==> src/mipsPkg.sv <==
package mipsPkg;

    // opcodes
    localparam logic [5:0] opRtype = 6'h00;
    localparam logic [5:0] opJ     = 6'h02;
    localparam logic [5:0] opBeq   = 6'h04;
    localparam logic [5:0] opBne   = 6'h05;
    localparam logic [5:0] opAddiu = 6'h09;
    localparam logic [5:0] opLui   = 6'h0f;
    localparam logic [5:0] opLw    = 6'h23;
    localparam logic [5:0] opSw    = 6'h2b;

    // funct field of r-type
    localparam logic [5:0] fnSll  = 6'h00;
    localparam logic [5:0] fnAddu = 6'h21;
    localparam logic [5:0] fnSubu = 6'h23;
    localparam logic [5:0] fnAnd  = 6'h24;
    localparam logic [5:0] fnOr   = 6'h25;
    localparam logic [5:0] fnSlt  = 6'h2a;

    localparam logic [31:0] resetPc = 32'h0000_0000;

    typedef enum logic [2:0] {
        aluAdd,
        aluSub,
        aluAnd,
        aluOr,
        aluSlt,
        aluSll,
        aluPassB  // lui, imm already shifted in ID
    } aluOpT;

    typedef struct packed {
        logic [31:0] instr;
        logic [31:0] pc;
        logic [31:0] pcPlus4;
    } ifIdT;

    typedef struct packed {
        logic [31:0] pc;
        logic [31:0] pcPlus4;
        logic [31:0] rsVal;
        logic [31:0] rtVal;
        logic [31:0] imm;
        logic [31:0] branchTarget;
        logic [4:0]  sa;
        logic [4:0]  rs;
        logic [4:0]  rt;
        logic [4:0]  dst;
        aluOpT       aluOp;
        logic        aluImm;
        logic        regWe;
        logic        memRe;
        logic        memWe;
        logic        isBeq;
        logic        isBne;
    } idExT;

    typedef struct packed {
        logic [31:0] pc;
        logic [31:0] aluOut;
        logic [31:0] storeData;
        logic [4:0]  dst;
        logic        regWe;
        logic        memRe;
        logic        memWe;
    } exMemT;

    typedef struct packed {
        logic [31:0] pc;
        logic [31:0] result;
        logic [4:0]  dst;
        logic        regWe;
    } memWbT;

endpackage

==> src/alu.sv <==
`timescale 1ns/100ps

module alu (
    input  mipsPkg::aluOpT aluOp_i,
    input  logic [31:0]    a_i,
    input  logic [31:0]    b_i,
    input  logic [4:0]     sa_i,
    input  logic           isBeq_i,
    input  logic           isBne_i,
    output logic [31:0]    y_o,
    output logic           taken_o
);

    logic equal;

    always_comb begin
        case (aluOp_i)
            mipsPkg::aluAdd:   y_o = a_i + b_i;
            mipsPkg::aluSub:   y_o = a_i - b_i;
            mipsPkg::aluAnd:   y_o = a_i & b_i;
            mipsPkg::aluOr:    y_o = a_i | b_i;
            mipsPkg::aluSlt:   y_o = {31'h0, $signed(a_i) < $signed(b_i)};
            mipsPkg::aluSll:   y_o = b_i << sa_i;  // shifts rt
            mipsPkg::aluPassB: y_o = b_i;
            default:           y_o = 32'h0;
        endcase
    end

    // branch compare on its own, off the adder path
    assign equal   = (a_i == b_i);
    assign taken_o = (isBeq_i & equal) | (isBne_i & ~equal);

endmodule

==> src/datapath.sv <==
`timescale 1ns/100ps

module datapath (
    input  logic        clk,
    input  logic        rstN_i,
    output logic [31:0] instAddr_o,
    output logic        instEn_o,
    input  logic [31:0] instr_i,  // imem clocked on the opposite edge
    output logic        memEn_o,
    output logic        memWe_o,
    output logic [31:0] memAddr_o,
    output logic [31:0] memWdata_o,
    input  logic [31:0] memRdata_i,
    input  logic        memStall_i,
    output logic [31:0] debugWbPc_o,
    output logic        debugWbRfWen_o,
    output logic [4:0]  debugWbRfWnum_o,
    output logic [31:0] debugWbRfWdata_o
);

    mipsPkg::ifIdT  ifIdD, ifIdQ;
    mipsPkg::idExT  idExD, idExQ;
    mipsPkg::exMemT exMemD, exMemQ;
    mipsPkg::memWbT memWbD, memWbQ;

    logic stallF, stallD, stallE, stallM, stallW;
    logic flushD, flushE, flushM;
    logic [1:0] fwdA, fwdB;

    logic [31:0] pcF, pcPlus4F, pcNext;
    logic        fetchEn;

    logic [4:0]      rsD, rtD, rdD;
    logic [31:0]     rd1D, rd2D, immExtD, immD, jumpTargetD;
    mipsPkg::aluOpT  aluOpD;
    logic aluImmD, signExtD, regWeD, memReD, memWeD;
    logic isBeqD, isBneD, isJumpD, dstRtD;

    logic [31:0] srcAE, rtFwdE, srcBE, aluOutE;
    logic        takenE;
    logic [31:0] resultM;
    logic        rfWe;

    // EX operand select, same encoding as the hazard unit
    function automatic logic [31:0] fwdMux(input logic [1:0] sel, input logic [31:0] regVal);
        case (sel)
            2'b01:   return resultM;
            2'b10:   return memWbQ.result;
            default: return regVal;
        endcase
    endfunction

    // IF
    always_ff @(posedge clk) begin
        if (!rstN_i) begin
            pcF     <= mipsPkg::resetPc;
            fetchEn <= 1'b0;
        end else begin
            fetchEn <= 1'b1;
            if (!stallF) begin
                pcF <= pcNext;
            end
        end
    end

    assign pcPlus4F = pcF + 32'd4;

    always_comb begin
        if (takenE) pcNext = idExQ.branchTarget;  // branch in EX wins over jump in ID
        else if (isJumpD) pcNext = jumpTargetD;
        else pcNext = pcPlus4F;
    end

    assign instAddr_o = pcF;
    assign instEn_o   = fetchEn;

    always_comb begin
        ifIdD.instr   = instr_i;
        ifIdD.pc      = pcF;
        ifIdD.pcPlus4 = pcPlus4F;
    end

    pipeReg #(.payloadT(mipsPkg::ifIdT)) ifIdReg (
        .clk(clk), .rstN_i(rstN_i), .stall_i(stallD), .flush_i(flushD),
        .d_i(ifIdD), .q_o(ifIdQ)
    );

    // ID
    assign rsD = ifIdQ.instr[25:21];
    assign rtD = ifIdQ.instr[20:16];
    assign rdD = ifIdQ.instr[15:11];

    mainDecoder decoder (
        .instr_i(ifIdQ.instr), .pcPlus4_i(ifIdQ.pcPlus4),
        .aluOp_o(aluOpD), .aluImm_o(aluImmD), .signExt_o(signExtD),
        .regWe_o(regWeD), .memRe_o(memReD), .memWe_o(memWeD),
        .isBeq_o(isBeqD), .isBne_o(isBneD), .isJump_o(isJumpD),
        .dstRt_o(dstRtD), .jumpTarget_o(jumpTargetD)
    );

    regFile rf (
        .clk(clk), .we_i(rfWe),
        .ra1_i(rsD), .ra2_i(rtD), .wa_i(memWbQ.dst),
        .wd_i(memWbQ.result),
        .rd1_o(rd1D), .rd2_o(rd2D)
    );

    assign immExtD = signExtD ? {{16{ifIdQ.instr[15]}}, ifIdQ.instr[15:0]}
                              : {16'h0, ifIdQ.instr[15:0]};
    assign immD    = (aluOpD == mipsPkg::aluPassB) ? {ifIdQ.instr[15:0], 16'h0} : immExtD;  // lui

    always_comb begin
        idExD.pc           = ifIdQ.pc;
        idExD.pcPlus4      = ifIdQ.pcPlus4;
        idExD.rsVal        = rd1D;
        idExD.rtVal        = rd2D;
        idExD.imm          = immD;
        idExD.branchTarget = ifIdQ.pcPlus4 + {immExtD[29:0], 2'b00};
        idExD.sa           = ifIdQ.instr[10:6];
        idExD.rs           = rsD;
        idExD.rt           = rtD;
        idExD.dst          = dstRtD ? rtD : rdD;
        idExD.aluOp        = aluOpD;
        idExD.aluImm       = aluImmD;
        idExD.regWe        = regWeD && idExD.dst != 5'd0;  // $0 never written
        idExD.memRe        = memReD;
        idExD.memWe        = memWeD;
        idExD.isBeq        = isBeqD;
        idExD.isBne        = isBneD;
    end

    pipeReg #(.payloadT(mipsPkg::idExT)) idExReg (
        .clk(clk), .rstN_i(rstN_i), .stall_i(stallE), .flush_i(flushE),
        .d_i(idExD), .q_o(idExQ)
    );

    // EX
    assign srcAE  = fwdMux(fwdA, idExQ.rsVal);
    assign rtFwdE = fwdMux(fwdB, idExQ.rtVal);
    assign srcBE  = idExQ.aluImm ? idExQ.imm : rtFwdE;

    alu alu0 (
        .aluOp_i(idExQ.aluOp), .a_i(srcAE), .b_i(srcBE), .sa_i(idExQ.sa),
        .isBeq_i(idExQ.isBeq), .isBne_i(idExQ.isBne),
        .y_o(aluOutE), .taken_o(takenE)
    );

    always_comb begin
        exMemD.pc        = idExQ.pc;
        exMemD.aluOut    = aluOutE;
        exMemD.storeData = rtFwdE;  // forwarded rt for sw
        exMemD.dst       = idExQ.dst;
        exMemD.regWe     = idExQ.regWe;
        exMemD.memRe     = idExQ.memRe;
        exMemD.memWe     = idExQ.memWe;
    end

    pipeReg #(.payloadT(mipsPkg::exMemT)) exMemReg (
        .clk(clk), .rstN_i(rstN_i), .stall_i(stallM), .flush_i(flushM),
        .d_i(exMemD), .q_o(exMemQ)
    );

    // MEM, held steady by the freeze while the memory stalls
    assign memEn_o    = exMemQ.memRe | exMemQ.memWe;
    assign memWe_o    = exMemQ.memWe;
    assign memAddr_o  = exMemQ.aluOut;
    assign memWdata_o = exMemQ.storeData;
    assign resultM    = exMemQ.memRe ? memRdata_i : exMemQ.aluOut;

    always_comb begin
        memWbD.pc     = exMemQ.pc;
        memWbD.result = resultM;
        memWbD.dst    = exMemQ.dst;
        memWbD.regWe  = exMemQ.regWe;
    end

    pipeReg #(.payloadT(mipsPkg::memWbT)) memWbReg (
        .clk(clk), .rstN_i(rstN_i), .stall_i(stallW), .flush_i(1'b0),
        .d_i(memWbD), .q_o(memWbQ)
    );

    // WB, write lands on the last frozen cycle only
    assign rfWe = memWbQ.regWe & ~memStall_i;

    assign debugWbPc_o      = memWbQ.pc;
    assign debugWbRfWen_o   = rfWe;
    assign debugWbRfWnum_o  = memWbQ.dst;
    assign debugWbRfWdata_o = memWbQ.result;

    hazardUnit hazard (
        .rsD_i(rsD), .rtD_i(rtD),
        .idEx_i(idExQ), .exMem_i(exMemQ), .memWb_i(memWbQ),
        .takenE_i(takenE), .memStall_i(memStall_i),
        .stallF_o(stallF), .stallD_o(stallD), .stallE_o(stallE),
        .stallM_o(stallM), .stallW_o(stallW),
        .flushD_o(flushD), .flushE_o(flushE), .flushM_o(flushM),
        .fwdA_o(fwdA), .fwdB_o(fwdB)
    );

endmodule

==> src/hazardUnit.sv <==
`timescale 1ns/100ps

module hazardUnit (
    input  logic           [4:0] rsD_i,
    input  logic           [4:0] rtD_i,
    input  mipsPkg::idExT        idEx_i,
    input  mipsPkg::exMemT       exMem_i,
    input  mipsPkg::memWbT       memWb_i,
    input  logic                 takenE_i,
    input  logic                 memStall_i,
    output logic                 stallF_o,
    output logic                 stallD_o,
    output logic                 stallE_o,
    output logic                 stallM_o,
    output logic                 stallW_o,
    output logic                 flushD_o,
    output logic                 flushE_o,
    output logic                 flushM_o,
    output logic           [1:0] fwdA_o,
    output logic           [1:0] fwdB_o
);

    logic loadUse;

    // 01 from MEM, 10 from WB, 00 keeps the register file value
    function automatic logic [1:0] fwdSel(input logic [4:0] src);
        if (exMem_i.regWe && exMem_i.dst == src) return 2'b01;
        else if (memWb_i.regWe && memWb_i.dst == src) return 2'b10;
        else return 2'b00;
    endfunction

    assign fwdA_o = fwdSel(idEx_i.rs);
    assign fwdB_o = fwdSel(idEx_i.rt);

    // load in EX feeding the instruction in ID
    assign loadUse = idEx_i.memRe && idEx_i.dst != 5'd0
                     && (idEx_i.dst == rsD_i || idEx_i.dst == rtD_i);

    assign stallF_o = loadUse | memStall_i;
    assign stallD_o = loadUse | memStall_i;
    assign stallE_o = memStall_i;
    assign stallM_o = memStall_i;
    assign stallW_o = memStall_i;

    // kill the fetch after the delay slot
    assign flushD_o = takenE_i & ~memStall_i;
    // bubble where a stage holds and the next one moves on
    assign flushE_o = stallD_o & ~stallE_o;
    assign flushM_o = stallE_o & ~stallM_o;

endmodule

==> src/mainDecoder.sv <==
`timescale 1ns/100ps

module mainDecoder (
    input  logic [31:0]    instr_i,
    input  logic [31:0]    pcPlus4_i,
    output mipsPkg::aluOpT aluOp_o,
    output logic           aluImm_o,
    output logic           signExt_o,
    output logic           regWe_o,
    output logic           memRe_o,
    output logic           memWe_o,
    output logic           isBeq_o,
    output logic           isBne_o,
    output logic           isJump_o,
    output logic           dstRt_o,
    output logic [31:0]    jumpTarget_o
);

    logic [5:0] opcode;
    logic [5:0] funct;

    assign opcode = instr_i[31:26];
    assign funct  = instr_i[5:0];

    // j stays inside the 256MB region of the delay slot
    assign jumpTarget_o = {pcPlus4_i[31:28], instr_i[25:0], 2'b00};

    always_comb begin
        aluOp_o   = mipsPkg::aluAdd;
        aluImm_o  = 1'b0;
        signExt_o = 1'b0;
        regWe_o   = 1'b0;
        memRe_o   = 1'b0;
        memWe_o   = 1'b0;
        isBeq_o   = 1'b0;
        isBne_o   = 1'b0;
        isJump_o  = 1'b0;
        dstRt_o   = 1'b0;
        case (opcode)
            mipsPkg::opRtype: begin
                regWe_o = 1'b1;  // rd destination
                case (funct)
                    mipsPkg::fnAddu: aluOp_o = mipsPkg::aluAdd;
                    mipsPkg::fnSubu: aluOp_o = mipsPkg::aluSub;
                    mipsPkg::fnAnd:  aluOp_o = mipsPkg::aluAnd;
                    mipsPkg::fnOr:   aluOp_o = mipsPkg::aluOr;
                    mipsPkg::fnSlt:  aluOp_o = mipsPkg::aluSlt;
                    mipsPkg::fnSll:  aluOp_o = mipsPkg::aluSll;
                    default:         regWe_o = 1'b0;  // unsupported funct is a nop
                endcase
            end
            mipsPkg::opAddiu: begin
                aluImm_o  = 1'b1;
                signExt_o = 1'b1;
                regWe_o   = 1'b1;
                dstRt_o   = 1'b1;
            end
            mipsPkg::opLui: begin
                aluOp_o  = mipsPkg::aluPassB;
                aluImm_o = 1'b1;
                regWe_o  = 1'b1;
                dstRt_o  = 1'b1;
            end
            mipsPkg::opLw: begin
                aluImm_o  = 1'b1;
                signExt_o = 1'b1;
                regWe_o   = 1'b1;
                memRe_o   = 1'b1;
                dstRt_o   = 1'b1;
            end
            mipsPkg::opSw: begin
                aluImm_o  = 1'b1;
                signExt_o = 1'b1;
                memWe_o   = 1'b1;
            end
            mipsPkg::opBeq: begin
                signExt_o = 1'b1;
                isBeq_o   = 1'b1;
            end
            mipsPkg::opBne: begin
                signExt_o = 1'b1;
                isBne_o   = 1'b1;
            end
            mipsPkg::opJ: isJump_o = 1'b1;
            default: ;  // unknown opcode, all enables stay low
        endcase
    end

endmodule

==> src/pipeReg.sv <==
`timescale 1ns/100ps

module pipeReg #(
    parameter type payloadT = logic
) (
    input  logic    clk,
    input  logic    rstN_i,
    input  logic    stall_i,
    input  logic    flush_i,
    input  payloadT d_i,
    output payloadT q_o
);

    // flush turns the stage into a bubble, even while stalled
    always_ff @(posedge clk) begin
        if (!rstN_i || flush_i) begin
            q_o <= '0;
        end else if (!stall_i) begin
            q_o <= d_i;
        end
    end

endmodule

==> src/regFile.sv <==
`timescale 1ns/100ps

module regFile (
    input  logic        clk,
    input  logic        we_i,
    input  logic [4:0]  ra1_i,
    input  logic [4:0]  ra2_i,
    input  logic [4:0]  wa_i,
    input  logic [31:0] wd_i,
    output logic [31:0] rd1_o,
    output logic [31:0] rd2_o
);

    logic [31:0] regs [32];

    always_ff @(posedge clk) begin
        if (we_i && wa_i != 5'd0) begin
            regs[wa_i] <= wd_i;
        end
    end

    // write-first, so WB and ID see the same value in one cycle
    always_comb begin
        if (ra1_i == 5'd0) rd1_o = 32'h0;
        else if (we_i && wa_i == ra1_i) rd1_o = wd_i;
        else rd1_o = regs[ra1_i];

        if (ra2_i == 5'd0) rd2_o = 32'h0;
        else if (we_i && wa_i == ra2_i) rd2_o = wd_i;
        else rd2_o = regs[ra2_i];
    end

endmodule

==> config.mk <==
export PLATFORM = sky130hd
export DESIGN_NAME = datapath
export DESIGN_NICKNAME = d
export VERILOG_FILES = /design/src/mipsPkg.sv /design/src/alu.sv /design/src/datapath.sv /design/src/hazardUnit.sv /design/src/mainDecoder.sv /design/src/pipeReg.sv /design/src/regFile.sv
export SDC_FILE = /design/constraint.sdc
export NUM_CORES = 2
export LEC_CHECK = 0
export ABC_AREA = 1
export BUFFER_PORTS_ARGS = -buffer_cell sky130_fd_sc_hd__buf_2
export CAP_MARGIN = 20
export CORE_ASPECT_RATIO = 1.5
export CORE_UTILIZATION = 28
export CTS_BUF_LIST = sky130_fd_sc_hd__clkbuf_16
export CTS_CLUSTER_DIAMETER = 120
export DETAILED_ROUTE_END_ITERATION = 12
export GPL_ROUTABILITY_DRIVEN = 0
export PLACE_DENSITY = 0.39
export SLEW_MARGIN = 20
export SYNTH_ARGS = -nofsm -noshare
export SYNTH_HDL_FRONTEND = slang
export SYNTH_HIERARCHICAL = 1
export SYNTH_SLANG_ARGS = --single-unit
==> constraint.sdc <==
create_clock -name clk -period 6.9 [get_ports clk]
set_input_delay 1.38 -clock clk [delete_from_list [all_inputs] [get_ports clk]]
set_output_delay 1.38 -clock clk [all_outputs]
set_load 0.02 [all_outputs]
==> run summary <==
CP Capture Point -> instAddr_o[31]
Crit. Startpoint -> memWbReg/q_o[4]
Register area -> 0.0407 sq mm
Count of final hold-check violations -> 0
Cells along the critical path -> nand2_1 -> a21oi_1 -> nand3_1 -> nor2_1 -> ha_2 -> buf_4 -> a22oi_1 -> o21ai_0 -> inv_1 -> ha_1 -> nor2_2 -> nand2_1 -> clkinv_1 -> nand4_1 -> nor3_2 -> buf_4 -> mux2_1 -> nor2_2 -> buf_4 -> nand2_1 -> a21oi_1
Number of buffers created by CTS -> 173
Number of global-route vias before repair -> 76,900
CP arrival -> 6760 ps
Reg2reg start -> memWbReg/q_o[4]
Post-cts resize count -> 0
Die Ht -> 681 um
Synth Cell Area -> 0.0861 sq mm
Syn avg cell area -> 7.63 sq um
Power per cell area -> 228 mW/mm^2
Clk slew on worst S/H paths -> 70 ps
Syn-to-layout area delta -> 11.1%
Fill cells -> 32,400
Total number of H-tree levels -> 4
Setup CP Type -> register to register
Synthesized netlist cell count -> 11,300
# rows -> 248
Final net count -> 11,300
Gr ovfl total -> 0
Clock buffer depth -> 4
Fin crit share -> 86.5%
Setup_tns -> 0 ps
R2r setup slk -> 930 ps
Skew-Pair Late Insertion Delay -> 880 ps
Clock tree root buffer cell -> clkbuf_16
Max VDD drop -> 0.000186 V
Largest net degree at the start of global routing -> 178
Synth warn -> 6
Postcts setup bufs -> 0
Worst slew pin tran -> 1180 ps
F_max -> 0.168 GHz
CTS Sinks -> 1,516
Final setup fails -> 0
# IOs -> 236
CORE AREA -> 0.305 sq mm
Post-DP HPWL -> 259 mm
Max Slew Vio Count -> 0
Antenna violations before repair -> 12
First-pass GRT wire length -> 567 mm
Hold buffer count at cts -> 0
Setup crit end kind -> register
I/O Buffers -> 235
Multi-input combinational cell area -> 0.0377 sq mm
Worst path slowest cell -> ha_2
CP Max Fanout -> 25
Final Routed Wirelength -> 403 mm
DRT antenna net count -> 0
Fin util -> 31.4%
R2R Path End -> instAddr_o[31]
Tot GR Track Use -> 25.3%
Die area -> 0.310 sq mm
Worst path max stage delay -> 690 ps
Minimum clock period -> 5970 ps
Min Hold Slack -> 461 ps
Share of cells above drive strength 1 -> 8.80%
DR WL/cell -> 26.4 um
CP startpoint kind -> register
Critical Path RT -> 7700 ps
Layout Skew -> 59.3 ps
CTS tree -> built
Vias/cell -> 5.20
RSZ-0062 raised after global routing -> no
Routed vias -> 79,400
Status -> finished, final reports clean
Min-delay worst type -> register to register
Reg2Reg Depth -> 21
Pre-antenna DRT Iters -> 6
Initial Util -> 28.2%
Number of max-cap violations -> 0
Leakage power -> 0.0376 uW
DR iter-0 viols -> 7,051
Horiz. Die Dim -> 455 um
Detailed-route DRC error count -> 0
Slew margin rel. -> 20.8%
## stage by stage
step | area (sq um) | total power (uW) | worst slack [ps] | cells
4_1_cts | 95600 | 22100 | 1060 | 15300
5_1_grt | 95600 | 22600 | 677 | 15300
3_3_place_gp | 90500 | 13100 | 1210 | 15000
2_1_floorplan | 86200 | 11900 | 2420 | 11300
6_report | 95600 | 21800 | 934 | 15300
3_5_place_dp | 90500 | 13100 | 1090 | 15000
## power by group
group	switching, uW	internal (uW)
clock	4040	4820
sequential	163	9690
combinational	2330	797
total	6540	15300
## worst min-delay path by stage
stage / start / end / slack (ps) / depth (start not counted)
finish: ifIdReg/q_o[53] / idExReg/q_o[210] / 460 / 2
global route: ifIdReg/q_o[53] / idExReg/q_o[210] / 480 / 2
CTS: idExReg/q_o[205] / exMemReg/q_o[88] / 460 / 2
detailed placement: ifIdReg/q_o[61] / idExReg/q_o[218] / 450 / 2
global placement: exMemReg/q_o[77] / memWbReg/q_o[43] / 450 / 2
floorplan: idExReg/q_o[217] / idExReg/q_o[217] / 440 / 2
## area by class of cell
cell class                      instances  area share (%)
Clock inverter                        119           0.752
Inverter                             1081            4.30
Clock buffer                          176            4.61
Multi-Input combinational cell       7938            39.4
Tap cell                             4000            5.23
Sequential cell                      1516            42.5
Antenna cell                            5          0.0131
Timing Repair Buffer                  434            3.16
## cells in the final DEF (no fill, tap or decap), types with 172 or more instances in the layout
cell	instances
o211ai_1	273
dfxtp_1	467
nor2_1	598
buf_4	172
clkbuf_16	176
nand3_1	1258
buf_2	234
a21oi_1	807
edfxtp_1	1024
inv_1	1092
nand2_1	3646
o21ai_0	556
## registers in the layout, indices dropped and copies added, names as in the netlist
| signal | flops |
|---|---|
| rf/regs | 1024 |
| exMemReg/q_o | 104 |
| instAddr_o | 32 |
| instEn_o | 1 |
| ifIdReg/q_o | 96 |
| memWbReg/q_o | 70 |
| idExReg/q_o | 189 |
## worst max-delay path, delay by kind of cell (launching register included)
| kind | cells | cell delay, ps |
|---|---|---|
| AO/OA/AOI/OAI | 4 | 1000 |
| adder cells (fa/ha/maj) | 2 | 1140 |
| buffers and inverters | 5 | 1030 |
| flip-flops | 1 | 610 |
| multiplexers | 1 | 460 |
| AND/OR/NAND/NOR | 9 | 1560 |
## layer usage
metal / up-vias / wire, um / part of all wire (%) / global-route usage [%]
met5: - / 48 / 0.012 / 0
met4: 8 / 24800 / 6.2 / 13.8
met2: 2736 / 198000 / 49 / 44.2
met1: 38900 / 159000 / 39 / 29.7
li1: 36900 / - / - / -
met3: 820 / 20800 / 5.2 / 3.27
Power figures use the tool's default switching activity.
